## src/hw/board_pkg.sv

```systemverilog
// shared address map, register indices, watchdog and blink constants for the board control block
package board_pkg;

    // ---------------------------------------------------------
    // bus and watchdog types
    // ---------------------------------------------------------
    typedef logic [15:0] reg_addr_t;        // host register address
    typedef logic [31:0] reg_data_t;        // host register data word
    typedef logic [15:0] wdog_period_t;     // period in ticks of 256 clocks
    typedef logic [23:0] wdog_count_t;      // raw watchdog counter

    // period phase shown on the board LED
    typedef enum logic [2:0] {
        wdog_disable     = 3'd0,            // period of zero, watchdog off
        wdog_phase_one   = 3'd1,
        wdog_phase_two   = 3'd2,
        wdog_phase_three = 3'd3,
        wdog_phase_four  = 3'd4,
        wdog_phase_five  = 3'd5             // anything above limit four
    } wdog_phase_t;

    // ---------------------------------------------------------
    // address map
    // ---------------------------------------------------------
    localparam logic [3:0] addr_main    = 4'd0;    // address bits 15..12 of the main space

    // main register indices on address bits 3..0
    localparam logic [3:0] reg_status   = 4'd0;    // reboot request bits 21..20
    localparam logic [3:0] reg_phyctrl  = 4'd1;
    localparam logic [3:0] reg_phydata  = 4'd2;
    localparam logic [3:0] reg_timeout  = 4'd3;    // led mode bit 31, period 15..0
    localparam logic [3:0] reg_fversion = 4'd4;

    localparam reg_data_t fw_version = 32'h0000_0007;  // firmware release returned on reads

    // ---------------------------------------------------------
    // watchdog
    // ---------------------------------------------------------
    localparam wdog_period_t wdog_period_default = 16'h1680;  // about 30 ms at 49 MHz
    localparam int unsigned  wdog_tick_shift     = 8;         // counter bits below the period

    // upper bounds of phases one to four, inclusive
    localparam wdog_period_t wdog_limit_one   = 16'h2580;
    localparam wdog_period_t wdog_limit_two   = 16'h4B00;
    localparam wdog_period_t wdog_limit_three = 16'h7080;
    localparam wdog_period_t wdog_limit_four  = 16'h9600;

    // LED pulse train, in clock cycles
    localparam logic [7:0] blink_on  = 8'd4;
    localparam logic [7:0] blink_off = 8'd4;
    localparam logic [7:0] blink_gap = 8'd16;

endpackage

```

## src/hw/board_regs.sv

```systemverilog
// main board register file, stores host settings and serves readback with external board fallback
module board_regs
    import board_pkg::*;
(
    input  logic         sysclk,
    input  logic         rst_n,           // synchronous, active low

    // host read port
    input  reg_addr_t    reg_raddr,       // only bits 3..0 are decoded
    output reg_data_t    reg_rdata,       // same-cycle read data
    input  reg_data_t    reg_rdata_ext,   // data from the external board

    // host write port, one-cycle strobe
    input  reg_addr_t    reg_waddr,
    input  reg_data_t    reg_wdata,
    input  logic         reg_wen,

    // settings for the rest of the block
    output logic         reboot,          // FPGA reboot request
    output wdog_period_t wdog_period,     // watchdog period in 256-clock ticks
    output logic         wdog_led_sel     // 1 = LED blinks the period phase
);

    // ---------------------------------------------------------
    // storage
    // ---------------------------------------------------------

    // PHY words are only kept here for readback
    // the PHY logic that acts on them lives elsewhere
    logic [15:0] phy_ctrl;               // last PHY request word
    logic [15:0] phy_data;               // last PHY register transfer word

    logic        write_main;             // strobe hits the main space

    // ---------------------------------------------------------
    // write decode
    // ---------------------------------------------------------

    // main space needs the top nibble match and a clear second nibble
    assign write_main = (reg_waddr[15:12] == addr_main) &&
                        (reg_waddr[7:4] == 4'd0) &&
                        reg_wen;

    always_ff @(posedge sysclk) begin
        if (!rst_n) begin
            reboot       <= 1'b0;
            wdog_led_sel <= 1'b0;                  // LED starts as timeout mirror
            wdog_period  <= wdog_period_default;
            phy_ctrl     <= 16'd0;
            phy_data     <= 16'd0;
        end else if (write_main) begin
            case (reg_waddr[3:0])
                reg_status: begin
                    // bit 21 arms the request, bit 20 carries it
                    reboot <= reg_wdata[21] ? reg_wdata[20] : 1'b0;
                end
                reg_phyctrl: begin
                    phy_ctrl <= reg_wdata[15:0];
                end
                reg_phydata: begin
                    phy_data <= reg_wdata[15:0];
                end
                reg_timeout: begin
                    wdog_led_sel <= reg_wdata[31];     // LED mode
                    wdog_period  <= reg_wdata[15:0];   // zero stops the watchdog
                end
                default: begin
                    // fversion is read-only, other indices belong to other blocks
                end
            endcase
        end
    end

    // ---------------------------------------------------------
    // read multiplexer
    // ---------------------------------------------------------

    // unclaimed indices fall through to the external board
    always_comb begin
        case (reg_raddr[3:0])
            reg_phyctrl:  reg_rdata = {16'd0, phy_ctrl};
            reg_phydata:  reg_rdata = {16'd0, phy_data};
            reg_timeout:  reg_rdata = {wdog_led_sel, 15'd0, wdog_period};
            reg_fversion: reg_rdata = fw_version;
            default:      reg_rdata = reg_rdata_ext;   // status and the rest
        endcase
    end

endmodule

```

## src/hw/wdog_timer.sv

```systemverilog
// watchdog that counts clocks since the last host write and raises a sticky timeout flag
module wdog_timer
    import board_pkg::*;
(
    input  logic         sysclk,
    input  logic         rst_n,          // synchronous, active low
    input  logic         reg_wen,        // any host write restarts the count
    input  logic         wdog_clear,     // clears the flag, e.g. on power-up
    input  wdog_period_t wdog_period,    // zero disables the watchdog
    output logic         wdog_timeout    // sticky timeout flag
);

    // ---------------------------------------------------------
    // counter
    // ---------------------------------------------------------

    // 24-bit count, upper 16 bits compared to the period
    // so one period tick is 256 clocks
    wdog_count_t wdog_count;
    logic        period_hit;             // scaled count reached the period
    logic        wdog_run;               // watchdog enabled

    assign wdog_run   = (wdog_period != '0);
    assign period_hit = (wdog_count[wdog_tick_shift +: 16] == wdog_period);

    // clear beats write, write beats counting
    always_ff @(posedge sysclk) begin
        if (!rst_n) begin
            wdog_count   <= '0;
            wdog_timeout <= 1'b0;
        end else if (wdog_clear) begin
            wdog_count   <= '0;                  // restart from zero
            wdog_timeout <= 1'b0;                // drop the flag
        end else if (reg_wen) begin
            wdog_count   <= '0;                  // host is alive
        end else if (wdog_run) begin
            if (period_hit) begin
                wdog_timeout <= 1'b1;            // count holds here until a write
            end else begin
                wdog_count <= wdog_count + 24'd1;
            end
        end
    end

endmodule

```

## src/hw/wdog_led.sv

```systemverilog
// period phase encoder and board LED driver, blinks the phase number or mirrors the timeout
module wdog_led
    import board_pkg::*;
(
    input  logic         sysclk,
    input  logic         rst_n,                // synchronous, active low
    input  wdog_period_t wdog_period,
    input  logic         wdog_led_sel,         // 1 = blink phase, 0 = show timeout
    input  logic         wdog_timeout,
    output wdog_phase_t  wdog_period_status,   // registered phase code
    output logic         wdog_led_out
);

    typedef enum logic [1:0] {
        pulse_high,                            // LED on for blink_on cycles
        pulse_low,                             // LED off between pulses
        gap                                    // long dark stretch ending a frame
    } blink_state_t;

    blink_state_t state;
    logic [7:0]   cycle_cnt;                   // cycles spent in the current state
    logic [2:0]   pulse_cnt;                   // pulse number within the frame
    logic         timeout_q;                   // one-stage copy of the flag

    // ---------------------------------------------------------
    // phase encoder
    // ---------------------------------------------------------
    function automatic wdog_phase_t phase_of(input wdog_period_t p);
        if (p == '0)                    return wdog_disable;
        else if (p <= wdog_limit_one)   return wdog_phase_one;
        else if (p <= wdog_limit_two)   return wdog_phase_two;
        else if (p <= wdog_limit_three) return wdog_phase_three;
        else if (p <= wdog_limit_four)  return wdog_phase_four;
        else                            return wdog_phase_five;
    endfunction

    always_ff @(posedge sysclk) begin
        if (!rst_n) begin
            wdog_period_status <= wdog_phase_one;   // matches the default period
            timeout_q          <= 1'b0;
        end else begin
            wdog_period_status <= phase_of(wdog_period);
            timeout_q          <= wdog_timeout;
        end
    end

    // ---------------------------------------------------------
    // blink FSM
    // ---------------------------------------------------------
    always_ff @(posedge sysclk) begin
        if (!rst_n || !wdog_led_sel || wdog_period_status == wdog_disable) begin
            state     <= gap;                       // idle dark, frame restarts clean
            cycle_cnt <= 8'd0;
            pulse_cnt <= 3'd0;
        end else begin
            case (state)
                gap: begin
                    if (cycle_cnt == blink_gap - 8'd1) begin
                        state     <= pulse_high;    // start a new frame
                        cycle_cnt <= 8'd0;
                        pulse_cnt <= 3'd1;
                    end else begin
                        cycle_cnt <= cycle_cnt + 8'd1;
                    end
                end
                pulse_high: begin
                    if (cycle_cnt == blink_on - 8'd1) begin
                        state     <= pulse_low;
                        cycle_cnt <= 8'd0;
                    end else begin
                        cycle_cnt <= cycle_cnt + 8'd1;
                    end
                end
                pulse_low: begin
                    if (cycle_cnt == blink_off - 8'd1) begin
                        cycle_cnt <= 8'd0;
                        // >= also ends the frame if the phase dropped mid-frame
                        if (pulse_cnt >= wdog_period_status) begin
                            state     <= gap;
                            pulse_cnt <= 3'd0;
                        end else begin
                            state     <= pulse_high;
                            pulse_cnt <= pulse_cnt + 3'd1;
                        end
                    end else begin
                        cycle_cnt <= cycle_cnt + 8'd1;
                    end
                end
                default: begin
                    state     <= gap;
                    cycle_cnt <= 8'd0;
                end
            endcase
        end
    end

    // LED only lit in pulse_high when blinking
    assign wdog_led_out = wdog_led_sel ? (state == pulse_high) : timeout_q;

endmodule

```

## src/hw/board_ctrl_top.sv

```systemverilog
// top level of the board control block, joins register file, watchdog timer and LED driver
module board_ctrl_top
    import board_pkg::*;
(
    input  logic         sysclk,
    input  logic         rst_n,                // synchronous, active low

    // host register bus
    input  reg_addr_t    reg_raddr,
    input  reg_addr_t    reg_waddr,
    input  reg_data_t    reg_wdata,
    input  logic         reg_wen,              // one-cycle write strobe
    input  reg_data_t    reg_rdata_ext,        // external board read data
    output reg_data_t    reg_rdata,

    // board control
    input  logic         wdog_clear,
    output logic         reboot,
    output logic         wdog_timeout,
    output wdog_phase_t  wdog_period_status,
    output logic         wdog_led_out
);

    // ---------------------------------------------------------
    // settings from the register file
    // ---------------------------------------------------------
    wdog_period_t wdog_period;                 // to timer and LED driver
    logic         wdog_led_sel;                // LED mode bit

    board_regs regs_i (
        .sysclk        (sysclk),
        .rst_n         (rst_n),
        .reg_raddr     (reg_raddr),
        .reg_rdata     (reg_rdata),
        .reg_rdata_ext (reg_rdata_ext),
        .reg_waddr     (reg_waddr),
        .reg_wdata     (reg_wdata),
        .reg_wen       (reg_wen),
        .reboot        (reboot),
        .wdog_period   (wdog_period),
        .wdog_led_sel  (wdog_led_sel)
    );

    // raw strobe, so writes to any space keep the watchdog quiet
    wdog_timer timer_i (
        .sysclk       (sysclk),
        .rst_n        (rst_n),
        .reg_wen      (reg_wen),
        .wdog_clear   (wdog_clear),
        .wdog_period  (wdog_period),
        .wdog_timeout (wdog_timeout)
    );

    wdog_led led_i (
        .sysclk             (sysclk),
        .rst_n              (rst_n),
        .wdog_period        (wdog_period),
        .wdog_led_sel       (wdog_led_sel),
        .wdog_timeout       (wdog_timeout),
        .wdog_period_status (wdog_period_status),
        .wdog_led_out       (wdog_led_out)
    );

endmodule

```

## config.mk

```make
export PLATFORM = sky130hd
export DESIGN_NAME = board_ctrl_top
export DESIGN_NICKNAME = d
export VERILOG_FILES = /design/src/hw/board_pkg.sv /design/src/hw/board_regs.sv /design/src/hw/wdog_timer.sv /design/src/hw/wdog_led.sv /design/src/hw/board_ctrl_top.sv
export SDC_FILE = /design/constraint.sdc
export NUM_CORES = 1
export LEC_CHECK = 0
export BUFFER_PORTS_ARGS = -buffer_cell sky130_fd_sc_hd__clkbuf_2
export CORE_ASPECT_RATIO = 0.75
export CORE_UTILIZATION = 55
export DETAILED_ROUTE_END_ITERATION = 7
export PLACE_DENSITY_LB_ADDON = 0.25
export SYNTH_ARGS = -nofsm -noshare
export SYNTH_HDL_FRONTEND = slang
export SYNTH_SLANG_ARGS = --single-unit
```

## constraint.sdc

```tcl
create_clock -name sysclk -period 4 [get_ports sysclk]
set_input_delay 0.2 -clock sysclk [delete_from_list [all_inputs] [get_ports sysclk]]
set_output_delay 0.2 -clock sysclk [all_outputs]
set_load 0.02 [all_outputs]
```

# Yosys cells after proc, flatten, opt, wreduce, memory -nomap -nowiden
# Cells that the tools add are included.
[totals] register_bits=92 input_bits=100 wordCells=87
[op_classes] add_sub_neg=3 order_cmp=5 eq_ne=15 muxes=20 n_bitwise=3 reduce_logical=27
[op_table] op="one-hot mux 32 bit (4 select lines)" n=1
[op_table] op="<= comparator 16 x 15 -> 1 bit, second input constant" n=2
[op_table] op="adder 24 x 1 -> 24 bit, second input constant" n=1
[op_table] op="equality test 16 bit" n=1
[op_table] op="equality test 4 x 2 -> 1 bit, second input constant" n=4
[op_table] op="<= comparator 16 x 14 -> 1 bit, second input constant" n=1
[op_table] op="<= comparator 16 bit, second input constant" n=1
[op_table] op="logical NOT 16 bit" n=1
[op_table] op="2-to-1 mux 8 bit" n=2
[op_table] op="one-hot mux 8 bit (2 select lines)" n=1
[op_table] op="nonzero test 16 bit" n=1
[op_table] op="logical NOT 4 bit" n=3
[op_table] op="2-to-1 mux 2 bit" n=6
[op_table] op="AND reduction 2 bit" n=5
[op_table] op="2-to-1 mux 3 bit" n=3
[op_table] op="AND reduction 3 bit" n=3
[op_table] op="adder 8 x 1 -> 8 bit, second input constant" n=1
[op_table] op="equality test 4 x 1 -> 1 bit, second input constant" n=2
[op_table] op="equality test 8 x 2 -> 1 bit, second input constant" n=1
[op_table] op="equality test 8 x 4 -> 1 bit, second input constant" n=1
[op_table] op="inequality test 2 x 1 -> 1 bit, second input constant" n=3
[op_table] op="one-hot mux 2 bit (3 select lines)" n=1
[op_table] op="one-hot mux 3 bit (2 select lines)" n=1
[op_table] op="OR reduction 3 bit" n=2
[op_table] op="other kinds (15)" n=25

# Depth between registers and ports, before layout
# Gate-level depths: netlist (run 1).
[logic_depth] depth_word=6 ltp_mapped=8 ltp_nobuf=7

# Cells and area by module
# From an unflattened synthesis (run 1), not the netlist that was laid out.
[unflattened] hier_cells=610 hier_area_um2=5449.0
[by_module_without_submodules] mod="board_regs" n_inst=1 cells_per_inst=316 area_each_um2=2821.5 seq_area_each_um2=1001.0
[by_module_without_submodules] mod="wdog_timer" n_inst=1 cells_per_inst=182 area_each_um2=1576.5 seq_area_each_um2=500.5
[by_module_without_submodules] mod="wdog_led" n_inst=1 cells_per_inst=112 area_each_um2=1051.0 seq_area_each_um2=340.3

# Worst setup path before layout (run 1)
# Ideal clock, no wire load.
[synth_timing] path_type="input-to-output" startpoint="input reg_raddr[0]" endpoint="output reg_rdata[10]" t_arrival_ns=1.532 required_time_ns=3.800 slack_ns=2.268 cell_stages=5 n_path_buf=2 cell_sequence="buf_2 nor2b_1 clkbuf_1 a22oi_1 o21ai_0"
[synth_between] elab_chain_len=2 elab_cells_between_ends=5 classes_between="4 x eq/ne; 1 x mux"
[synth_rtl] item="start: declaration" line_no="board_ctrl_top.sv:9" text="input reg_addr_t reg_raddr,"
[synth_rtl] item="equality test 4 x 3 -> 1 bit (tied with other cells)" line_no="board_regs.sv:80" text="case (reg_raddr[3:0])"
[synth_rtl] item="one-hot mux 32 bit (4 select lines) *" line_no="board_regs.sv:80"
[synth_rtl] item="end: declaration" line_no="board_ctrl_top.sv:14" text="output reg_data_t reg_rdata,"
# Every way passes the cells marked *; elsewhere a longest branch is shown, timed or not.

# Final worst setup path (run 1)
[layout_timing] startpoint="input reg_raddr[0]" endpoint="output reg_rdata[13]"
# Same word-level chain as after synthesis.

==> flow_metrics.py, run 1 <==
metrics = {
    "power_and_ir_drop": {
        "swShare_pct": 23.75,
        "power.internal_w": 0.001486,
        "p_switching_w": 0.0004630,
        "pwr-share-seq_pct": 47.0,
        "p_total_w": 0.001949,
        "p_leak_nw": 2.260,
        "vdd_drop_max_mv": 0.1905,
        "powerDensity_nw_per_um2": 324.7,
        "pwr-share-clk_pct": 44.2,
        "pwr-share-comb_pct": 8.7,
    },
    "cells_and_area": {
        "nNetsFinal": 823,
        "fin_area_um2": 6002,
        "fin_util_pct": 65.53,
        "n_antenna_cell": 0,
        "syn_to_final_growth_pct": 14.49,
        "drive_gt1_share_pct": 22.70,
    },
    "floorplan": {
        "dieArea_um2": 9930,
        "die_x_um": 114.7,
        "pin_count": 138,
        "initial_utilization_pct": 57.24,
        "rows": 30,
        "coreArea_um2": 9159,
        "die_y_um": 86.55,
    },
    "grt": {
        "antenna_found_initial": 0,
        "grt_pass1_vias": 4682,
        "grt-ovfl-total": 0,
        "grt_max_degree": 51,
        "grt_pass1_wl_um": 21740,
        "grtUsageTotal_pct": 27.91,
    },
    "synthesis": {
        "synthTopCellsByArea": "dfxtp_1 35%, nand2_1 9.3%, a21boi_0 5.3%",
        "synth-edff-count": 0,
        "async_flop_share_pct": 0,
        "syn_area_um2": 5243,
        "synth_top_area_share_pct": 35.13,
        "synth_common_cells": "130 x nand2_1, 92 x dfxtp_1, 37 x a21boi_0",
        "ys_ff_latch": 92,
        "yosysMostFrequentCell": "nand2_1",
        "yosysWarnings": 0,
        "synthesis.nets": 748,
        "yosysSeqAreaShare_pct": 35.13,
        "synth_flop_cell": "dfxtp_1",
        "synth_cells": 638,
        "synth_area_leader_cell": "dfxtp_1",
        "yosysUniqueCellTypes": 63,
        "avgSynthCellArea_um2": 8.217,
    },
    "setup_path": {
        "crit_path_end_kind": "output pin",
        "critical_path.top_delay_family": "simple AND/OR/NAND/NOR gates",
        "critPathArrivalTime_ps": 2240,
        "reg2regPathDepth": 5,
        "slowest_stage": "nor2b_1",
        "setup.worst_path.class": "in -> out",
        "crit_chain": "clkbuf_2 > nor2b_1 > a22oi_1 > o21ai_0 > clkbuf_2",
        "rr_startpoint": "regs_i.wdog_period[1]",
        "r2r-end": "timer_i.wdog_timeout",
        "startpoint_type": "input pin",
        "rrSetupSlack_ps": 1570,
        "critPathMostFrequentCell": "clkbuf_2",
        "slowest_delay_ps": 890,
        "crit_required_ps": 3800,
        "cp.buffers_inverters": 2,
        "crit_fanout": 22,
    },
    "clocking": {
        "post_cts_buffers": 0,
        "cts_tree": "built",
        "ctsHoldBuffers": 0,
        "cts_resized": 0,
        "clock_path_buffers": 2,
        "clk_latency_ps": 340,
        "clock_sinks": 92,
        "cts_root_buf": "clkbuf_16",
        "cts_buffers": 9,
        "clk_pin_slew_ps": 70,
        "htreeDepth": 3,
    },
    "timing": {
        "fmax_mhz": 409.5,
        "finalCritPeriodShare_pct": 61.05,
        "rsz0062_at_grt": "false",
        "max-slew-margin-rel_pct": 16.69,
        "period_needed_ps": 2442,
        "worst_slack_ps": 1558,
        "finalSetupTns_ps": 0,
        "fin_skew_ps": 6.020,
        "final-max-slew-violation-count": 0,
        "worst_pin_slew_ps": 1244,
        "hold_viol": 0,
        "setup_viol": 0,
    },
    "placed_design": {
        "port_buffers": 108,
        "routabilityCongestion": 0.8028,
        "pre_cts_ws_ps": 1601,
        "post_dp_cell_area_um2": 5699,
        "dp_hpwl_um": 9743,
    },
    "min_path": {
        "hold-path-cell-count": 3,
        "hold_path_class": "in -> reg",
        "holdPathEnd": "regs_i.wdog_led_sel",
        "hp-start": "reg_wdata[31]",
    },
    "detailed_routing": {
        "firstDrtPassIters": 5,
        "drt_iter0_drc": 428,
        "wl_per_cell_um": 16.21,
        "avgViaCountPerCell": 5.878,
        "antenna_left": 0,
        "vias": 4973,
        "drc": 0,
        "wl_um": 13710,
    },
    "job": {
        "max_cap_violations": 0,
    },
    "outcome": {
        "outcome": "finished clean",
    },
}
flip-flops by register name, summed over array words and instances (netlist names):
signal,flops
timer_i.wdog_timeout,1
led_i.cycle_cnt,8
led_i.state,2
regs_i.wdog_period,16
regs_i.phy_ctrl,16
led_i.timeout_q,1
regs_i.phy_data,16
regs_i.reboot,1
led_i.wdog_period_status,3
timer_i.wdog_count,24
led_i.pulse_cnt,3
regs_i.wdog_led_sel,1
worst register-to-register path: stages (launching register included):
cell and delay (ps):
dfxtp_1 370, nor4_2 530, nand4_2 480, nor2_2 630, nor3b_2 100, o211a_1 220
layout by cell type, fill, tap and decap left out, types with 6 or more instances in the layout:
| master | count |
|---|---|
| nand2_1 | 130 |
| dfxtp_1 | 92 |
| o211ai_1 | 6 |
| clkbuf_16 | 9 |
| a21boi_0 | 37 |
| nand4_1 | 11 |
| o21ai_0 | 24 |
| ha_1 | 10 |
| nand2b_1 | 6 |
| inv_1 | 11 |
| o31ai_1 | 11 |
| a22oi_1 | 13 |
| and2_1 | 23 |
| mux2_2 | 14 |
| nor2_1 | 18 |
| clkbuf_2 | 108 |
| a21boi_1 | 9 |
| a21oi_1 | 28 |
| or3_1 | 12 |
| o21ai_1 | 6 |
| nor3_1 | 6 |
| nand3_1 | 14 |
| and3_1 | 6 |
| or4_1 | 11 |
| xnor2_1 | 20 |
power groups by stage:
stage               combinational [W]  clock (W)  sequential [W]
finish                       0.000170   0.000862        0.000917
CTS                          0.000169   0.000871        0.000917
global route                 0.000183   0.000908        0.000916
detailed placement           0.000169          0        0.000938
floorplan                   0.0000965          0        0.000937
global placement             0.000166          0        0.000937
worst max-delay path by stage:
| stage | from | endpoint | slack, ps | depth (start not counted) |
|---|---|---|---|---|
| floorplan | reg_raddr[0] | reg_rdata[10] | 2270 | 5 |
| global placement | reg_raddr[0] | reg_rdata[13] | 1610 | 5 |
| detailed placement | reg_raddr[0] | reg_rdata[13] | 1600 | 5 |
| CTS | reg_raddr[0] | reg_rdata[13] | 1620 | 5 |
| global route | reg_raddr[0] | reg_rdata[13] | 1440 | 5 |
| finish | reg_raddr[0] | reg_rdata[13] | 1560 | 5 |
layout make-up:
cell class              count  area [um2]
inverters                  11       41.29
clock inverters             6       63.81
multi-input cells         486        3078
well taps                 128       160.2
clock buffers              10       239.0
fillers                   784        3157
flip-flops and latches     92        1842
repair buffers            113       578.1
per-layer routing:
metal | part of all wire [%] | wire length, um | track usage (%)
met5 | 0 | 0 | 0
met4 | 1.2 | 161 | 8.737
met3 | 7.6 | 1045 | 8.322
met2 | 47 | 6460 | 45.29
met1 | 44 | 6045 | 35.85
kinds of logic after synthesis:
group | count (synthesis) | synth area share [%]
XOR/XNOR | 22 | 3.676
flip-flops | 92 | 35.13
buffers and inverters | 60 | 6.157
AND/OR/NAND/NOR | 269 | 27.02
AO/OA/AOI/OAI | 168 | 22.05
multiplexers | 17 | 3.580
adder cells (fa/ha/maj) | 10 | 2.387
stage by stage:
step           std cells  hold slack [ps]
2_1_floorplan        638            324.2
3_3_place_gp         830            426.7
3_5_place_dp         830            442.0
4_1_cts              846            83.80
5_1_grt              846            90.20
6_report             846            90.09
(Power assumes the default switching activity.)
==> run 2: changes to the inputs <==
CORE_UTILIZATION = 48   (was 55)
clock period = 2.2 ns   (was 4 ns; I/O delays follow)
==> flow_metrics.py, run 2 (synthesis gave the netlist of run 1 again) <==
metrics = {
    "power_and_ir_drop": {
        "pwr-share-clk_pct": 42.2,
        "p_leak_nw": 2.296,
        "vdd_drop_max_mv": 0.3952,
        "swShare_pct": 25.13,
        "p_total_w": 0.003428,
        "p_switching_w": 0.0008617,
        "pwr-share-seq_pct": 48.6,
        "powerDensity_nw_per_um2": 558.4,
        "pwr-share-comb_pct": 9.2,
        "power.internal_w": 0.002567,
    },
    "clocking": {
        "cts_tree": "built",
        "clk_latency_ps": 340,
        "clock_path_buffers": 2,
        "htreeDepth": 3,
        "clock_sinks": 92,
        "clk_pin_slew_ps": 70,
        "post_cts_buffers": 0,
        "cts_root_buf": "clkbuf_16",
        "cts_buffers": 9,
    },
    "floorplan": {
        "rows": 32,
        "die_x_um": 122.7,
        "dieArea_um2": 11350,
        "initial_utilization_pct": 50.17,
        "die_y_um": 92.51,
        "coreArea_um2": 10450,
        "pin_count": 138,
    },
    "grt": {
        "grtUsageTotal_pct": 23.74,
        "grt_max_degree": 53,
        "grt_pass1_vias": 4483,
        "grt_pass1_wl_um": 21440,
        "grt-ovfl-total": 0,
        "antenna_found_initial": 0,
    },
    "detailed_routing": {
        "wl_per_cell_um": 15.25,
        "vias": 4960,
        "firstDrtPassIters": 6,
        "wl_um": 13270,
        "avgViaCountPerCell": 5.701,
        "antenna_left": 0,
        "drt_iter0_drc": 409,
        "drc": 0,
    },
    "setup_path": {
        "critPathArrivalTime_ps": 2270,
        "crit_chain": "nor3_1 > nand4_4 > buf_4 > o2111ai_1 > or3_1 > a21oi_1",
        "crit_fanout": 9,
        "critical_path.top_delay_family": "simple AND/OR/NAND/NOR gates",
        "crit_path_end_kind": "flop",
        "cp.buffers_inverters": 1,
        "crit_required_ps": 2430,
        "slowest_delay_ps": 570,
        "startpoint_type": "flop",
        "slowest_stage": "nor3_1",
        "setup.worst_path.class": "reg -> reg",
    },
    "cells_and_area": {
        "fin_area_um2": 6140,
        "n_antenna_cell": 0,
        "regMostFlops": "timer_i.wdog_count",
        "final_common_cell": "nand2_1",
        "drive_gt1_share_pct": 24.25,
        "nNetsFinal": 839,
        "syn_to_final_growth_pct": 17.11,
        "final_cell_mix": "130 x nand2_1, 108 x clkbuf_2, 92 x dfxtp_1, 37 x a21boi_0, 28 x a21oi_1",
        "largest_reg_flops": 24,
    },
    "timing": {
        "worst_pin_slew_ps": 667.8,
        "fin_skew_ps": 4.931,
        "fmax_mhz": 490.3,
        "final-max-slew-violation-count": 0,
        "rsz0062_at_grt": "false",
        "worst_slack_ps": 160.4,
        "hold_viol": 0,
        "max-slew-margin-rel_pct": 55.14,
        "period_needed_ps": 2040,
        "finalCritPeriodShare_pct": 92.71,
        "finalSetupTns_ps": 0,
        "setup_viol": 0,
    },
    "job": {
        "max_cap_violations": 0,
    },
    "placed_design": {
        "dp_hpwl_um": 9805,
        "port_buffers": 108,
        "post_dp_cell_area_um2": 5834,
        "pre_cts_ws_ps": 142.4,
        "routabilityCongestion": 0.8081,
    },
    "outcome": {
        "outcome": "finished clean",
    },
    "min_path": {
        "hold_path_class": "in -> reg",
    },
}
==> run 2: final timing paths <==
kind / from / endpoint / slack, ps / cells past startpoint
setup / recovery: regs_i.wdog_period[6] / timer_i.wdog_count[4] / 160 / 6
setup reg to reg: regs_i.wdog_period[6] / timer_i.wdog_count[4] / 160 / 6
hold / removal: reg_wdata[10] / regs_i.wdog_period[10] / 20 / 3
hold reg to reg: regs_i.phy_ctrl[14] / regs_i.phy_ctrl[14] / 460 / 2
==> run 2: cell type report <==
cell class                      instances  area [um2]
Tap cell                              136       170.2
Inverter                               11       41.29
Fill cell                             967        4310
Timing Repair Buffer                  129       713.2
Sequential cell                        92        1842
Clock buffer                            9       225.2
Multi-Input combinational cell        486        3095
Clock inverter                          7       52.55
==> run 2: worst reg2reg max path: cells and delay by family, from the launching register on <==
| family | cells | cell delay (ps) |
|---|---|---|
| AOI/OAI and AO/OA | 2 | 280 |
| DFF | 1 | 350 |
| and+or+nand+nor | 3 | 1040 |
| buffers and inverters | 1 | 250 |
==> run 2: timing repair <==
item,4_1_cts,5_1_grt
hold endpoints to repair,1,0
hold buffers,1,0
gates resized for setup,0,2
setup endpoints to repair,0,8
==> run 2: power by group through the flow <==
stage                     Sequential, W  Clock, W  Combinational (W)
after CTS                       0.00167   0.00147           0.000317
after detailed placement        0.00170         0           0.000314
final                           0.00167   0.00145           0.000316
after global placement          0.00170         0           0.000307
after global routing            0.00167   0.00153           0.000342
after floorplan                 0.00170         0           0.000175
==> run 2: per-layer routing <==
metal	up-vias	global-route usage (%)	wire length, um
li1	2456	-	-
met1	2359	35.27	6611
met2	135	35.25	5908
met3	10	4.310	643
met4	0	4.980	107
met5	-	0	0
==> run 2: through the flow <==
stage	utilization, %	hold WS (ps)	cells
floorplan	-	234.2	638
detailed placement	55.83	352.4	853
finish	58.75	15.53	870
global route	58.75	24.78	870
CTS	58.58	11.19	870
global placement	55.83	349.9	853
==> run 3: changes to the inputs <==
CORE_UTILIZATION = 30   (was 48)
PLACE_DENSITY = 0.58   (was default)
PLACE_DENSITY_LB_ADDON = default   (was 0.25)
==> flow_metrics.py, run 3 (synthesis gave the netlist of run 1 again) <==
metrics = {
    "outcome": {
        "outcome": "finished clean",
    },
    "setup_path": {
        "crit_fanout": 49,
        "crit_path_end_kind": "flop",
        "rrSetupSlack_ps": 310,
        "rr_startpoint": "regs_i.wdog_period[14]",
        "crit_required_ps": 2490,
        "setup.worst_path.class": "reg -> reg",
        "startpoint_type": "flop",
        "r2r-end": "timer_i.wdog_timeout",
        "critPathArrivalTime_ps": 2190,
        "reg2regPathDepth": 6,
    },
    "timing": {
        "finalCritPeriodShare_pct": 86.02,
        "max-slew-margin-rel_pct": 67.87,
        "period_needed_ps": 1892,
        "setup_viol": 0,
        "fmax_mhz": 528.4,
        "hold_ws_ps": 13.86,
        "fin_skew_ps": 9.057,
        "rsz0062_at_grt": "false",
        "hold_viol": 0,
        "worst_pin_slew_ps": 481.9,
        "final-max-slew-violation-count": 0,
        "finalSetupTns_ps": 0,
    },
    "cells_and_area": {
        "multi_input_area_um2": 3078,
        "nFillCells": 1820,
        "fin_util_pct": 37.08,
        "largest_reg_flops": 24,
        "ff_latch_area_um2": 1842,
        "layout.cells.non_filler": 973,
        "final_common_cell": "nand2_1",
        "nNetsFinal": 842,
        "regMostFlops": "timer_i.wdog_count",
        "drive_gt1_share_pct": 24.42,
        "n_antenna_cell": 0,
        "fin_area_um2": 6296,
        "final_cell_mix": "130 x nand2_1, 108 x clkbuf_2, 92 x dfxtp_1, 37 x a21boi_0, 28 x a21oi_1",
        "syn_to_final_growth_pct": 20.10,
    },
    "detailed_routing": {
        "vias": 4757,
        "drc": 0,
        "drt_iter0_drc": 254,
        "firstDrtPassIters": 5,
        "avgViaCountPerCell": 4.889,
        "antenna_left": 0,
        "wl_per_cell_um": 13.66,
        "wl_um": 13290,
    },
    "clocking": {
        "clock_path_buffers": 2,
        "post_cts_buffers": 0,
        "ctsHoldBuffers": 0,
        "htreeDepth": 3,
        "cts_buffers": 9,
        "cts_tree": "built",
        "clock_sinks": 92,
        "cts_root_buf": "clkbuf_16",
        "clk_latency_ps": 350,
        "clk_pin_slew_ps": 70,
        "cts_resized": 0,
    },
    "power_and_ir_drop": {
        "powerDensity_nw_per_um2": 563.2,
        "vdd_drop_max_mv": 0.3807,
        "p_leak_nw": 2.342,
    },
    "floorplan": {
        "initial_utilization_pct": 30.87,
        "coreArea_um2": 16980,
        "pin_count": 138,
        "die_y_um": 116.5,
        "dieArea_um2": 18010,
        "rows": 41,
        "die_x_um": 154.6,
    },
    "placed_design": {
        "routabilityCongestion": 0.8166,
        "port_buffers": 108,
        "dp_hpwl_um": 9902,
        "post_dp_cell_area_um2": 6002,
        "dp.cells": 957,
    },
    "min_path": {
        "hold-path-cell-count": 3,
        "hp-start": "reg_wdata[20]",
        "holdPathEnd": "regs_i.reboot",
        "hold_path_class": "in -> reg",
    },
    "grt": {
        "grt_pass1_wl_um": 21750,
        "grt-ovfl-total": 0,
        "grt_pass1_vias": 4213,
        "grt_max_degree": 55,
        "grtUsageTotal_pct": 15.03,
        "antenna_found_initial": 0,
    },
    "job": {
        "max_cap_violations": 0,
    },
}
-- run 3: layout make-up --
type | instances | area share, %
well taps | 236 | 4.690
inverters | 11 | 0.6558
multi-input cells | 486 | 48.89
flip-flops and latches | 92 | 29.25
clock inverters | 5 | 0.9738
repair buffers | 132 | 11.84
clock buffers | 11 | 3.696
-- run 3: per-stage QoR --
stage / worst slack [ps] / total power [W]
floorplan: 473.0 / 0.001880
global placement: 301.5 / 0.002021
detailed placement: 298.1 / 0.002020
CTS: 295.5 / 0.003593
global route: 149.7 / 0.003702
finish: 307.6 / 0.003546
-- run 3: worst max-delay path, cell delays in order, from the launching register on --
cell and delay (ps):
dfxtp_1 530, xnor2_1 200, nand4_1 190, nor4_4 340, buf_12 240, nor3b_2 190
o211a_1 140
-- run 3: power by group --
| group | leakage [nW] | total, W | internal (W) | switching (W) |
|---|---|---|---|---|
| sequential | 0.741 | 0.00167 | 0.00167 | 0.000000961 |
| clock | 0.132 | 0.00157 | 0.000886 | 0.000681 |
| combinational | 1.47 | 0.000313 | 0.000131 | 0.000182 |
| total | 2.34 | 0.00355 | 0.00268 | 0.000864 |
-- run 3: routing by layer --
| layer | GRT usage, % | part of all wire (%) |
|---|---|---|
| met4 | 4.224 | 1.1 |
| met1 | 22.58 | 55 |
| met3 | 3.154 | 3.7 |
| met2 | 21.30 | 41 |
| met5 | 0 | 0 |
-- run 3: worst max-delay path by stage --
stage | start | end | slack (ps) | cells after the start
6_report | regs_i.wdog_period[14] | timer_i.wdog_timeout | 310 | 6
5_1_grt | led_i.cycle_cnt[0] | led_i.cycle_cnt[7] | 150 | 6
4_1_cts | led_i.cycle_cnt[0] | led_i.cycle_cnt[4] | 300 | 6
3_5_place_dp | led_i.cycle_cnt[0] | led_i.cycle_cnt[6] | 300 | 6
3_3_place_gp | led_i.cycle_cnt[0] | led_i.cycle_cnt[6] | 300 | 6
2_1_floorplan | led_i.cycle_cnt[0] | led_i.cycle_cnt[7] | 470 | 7
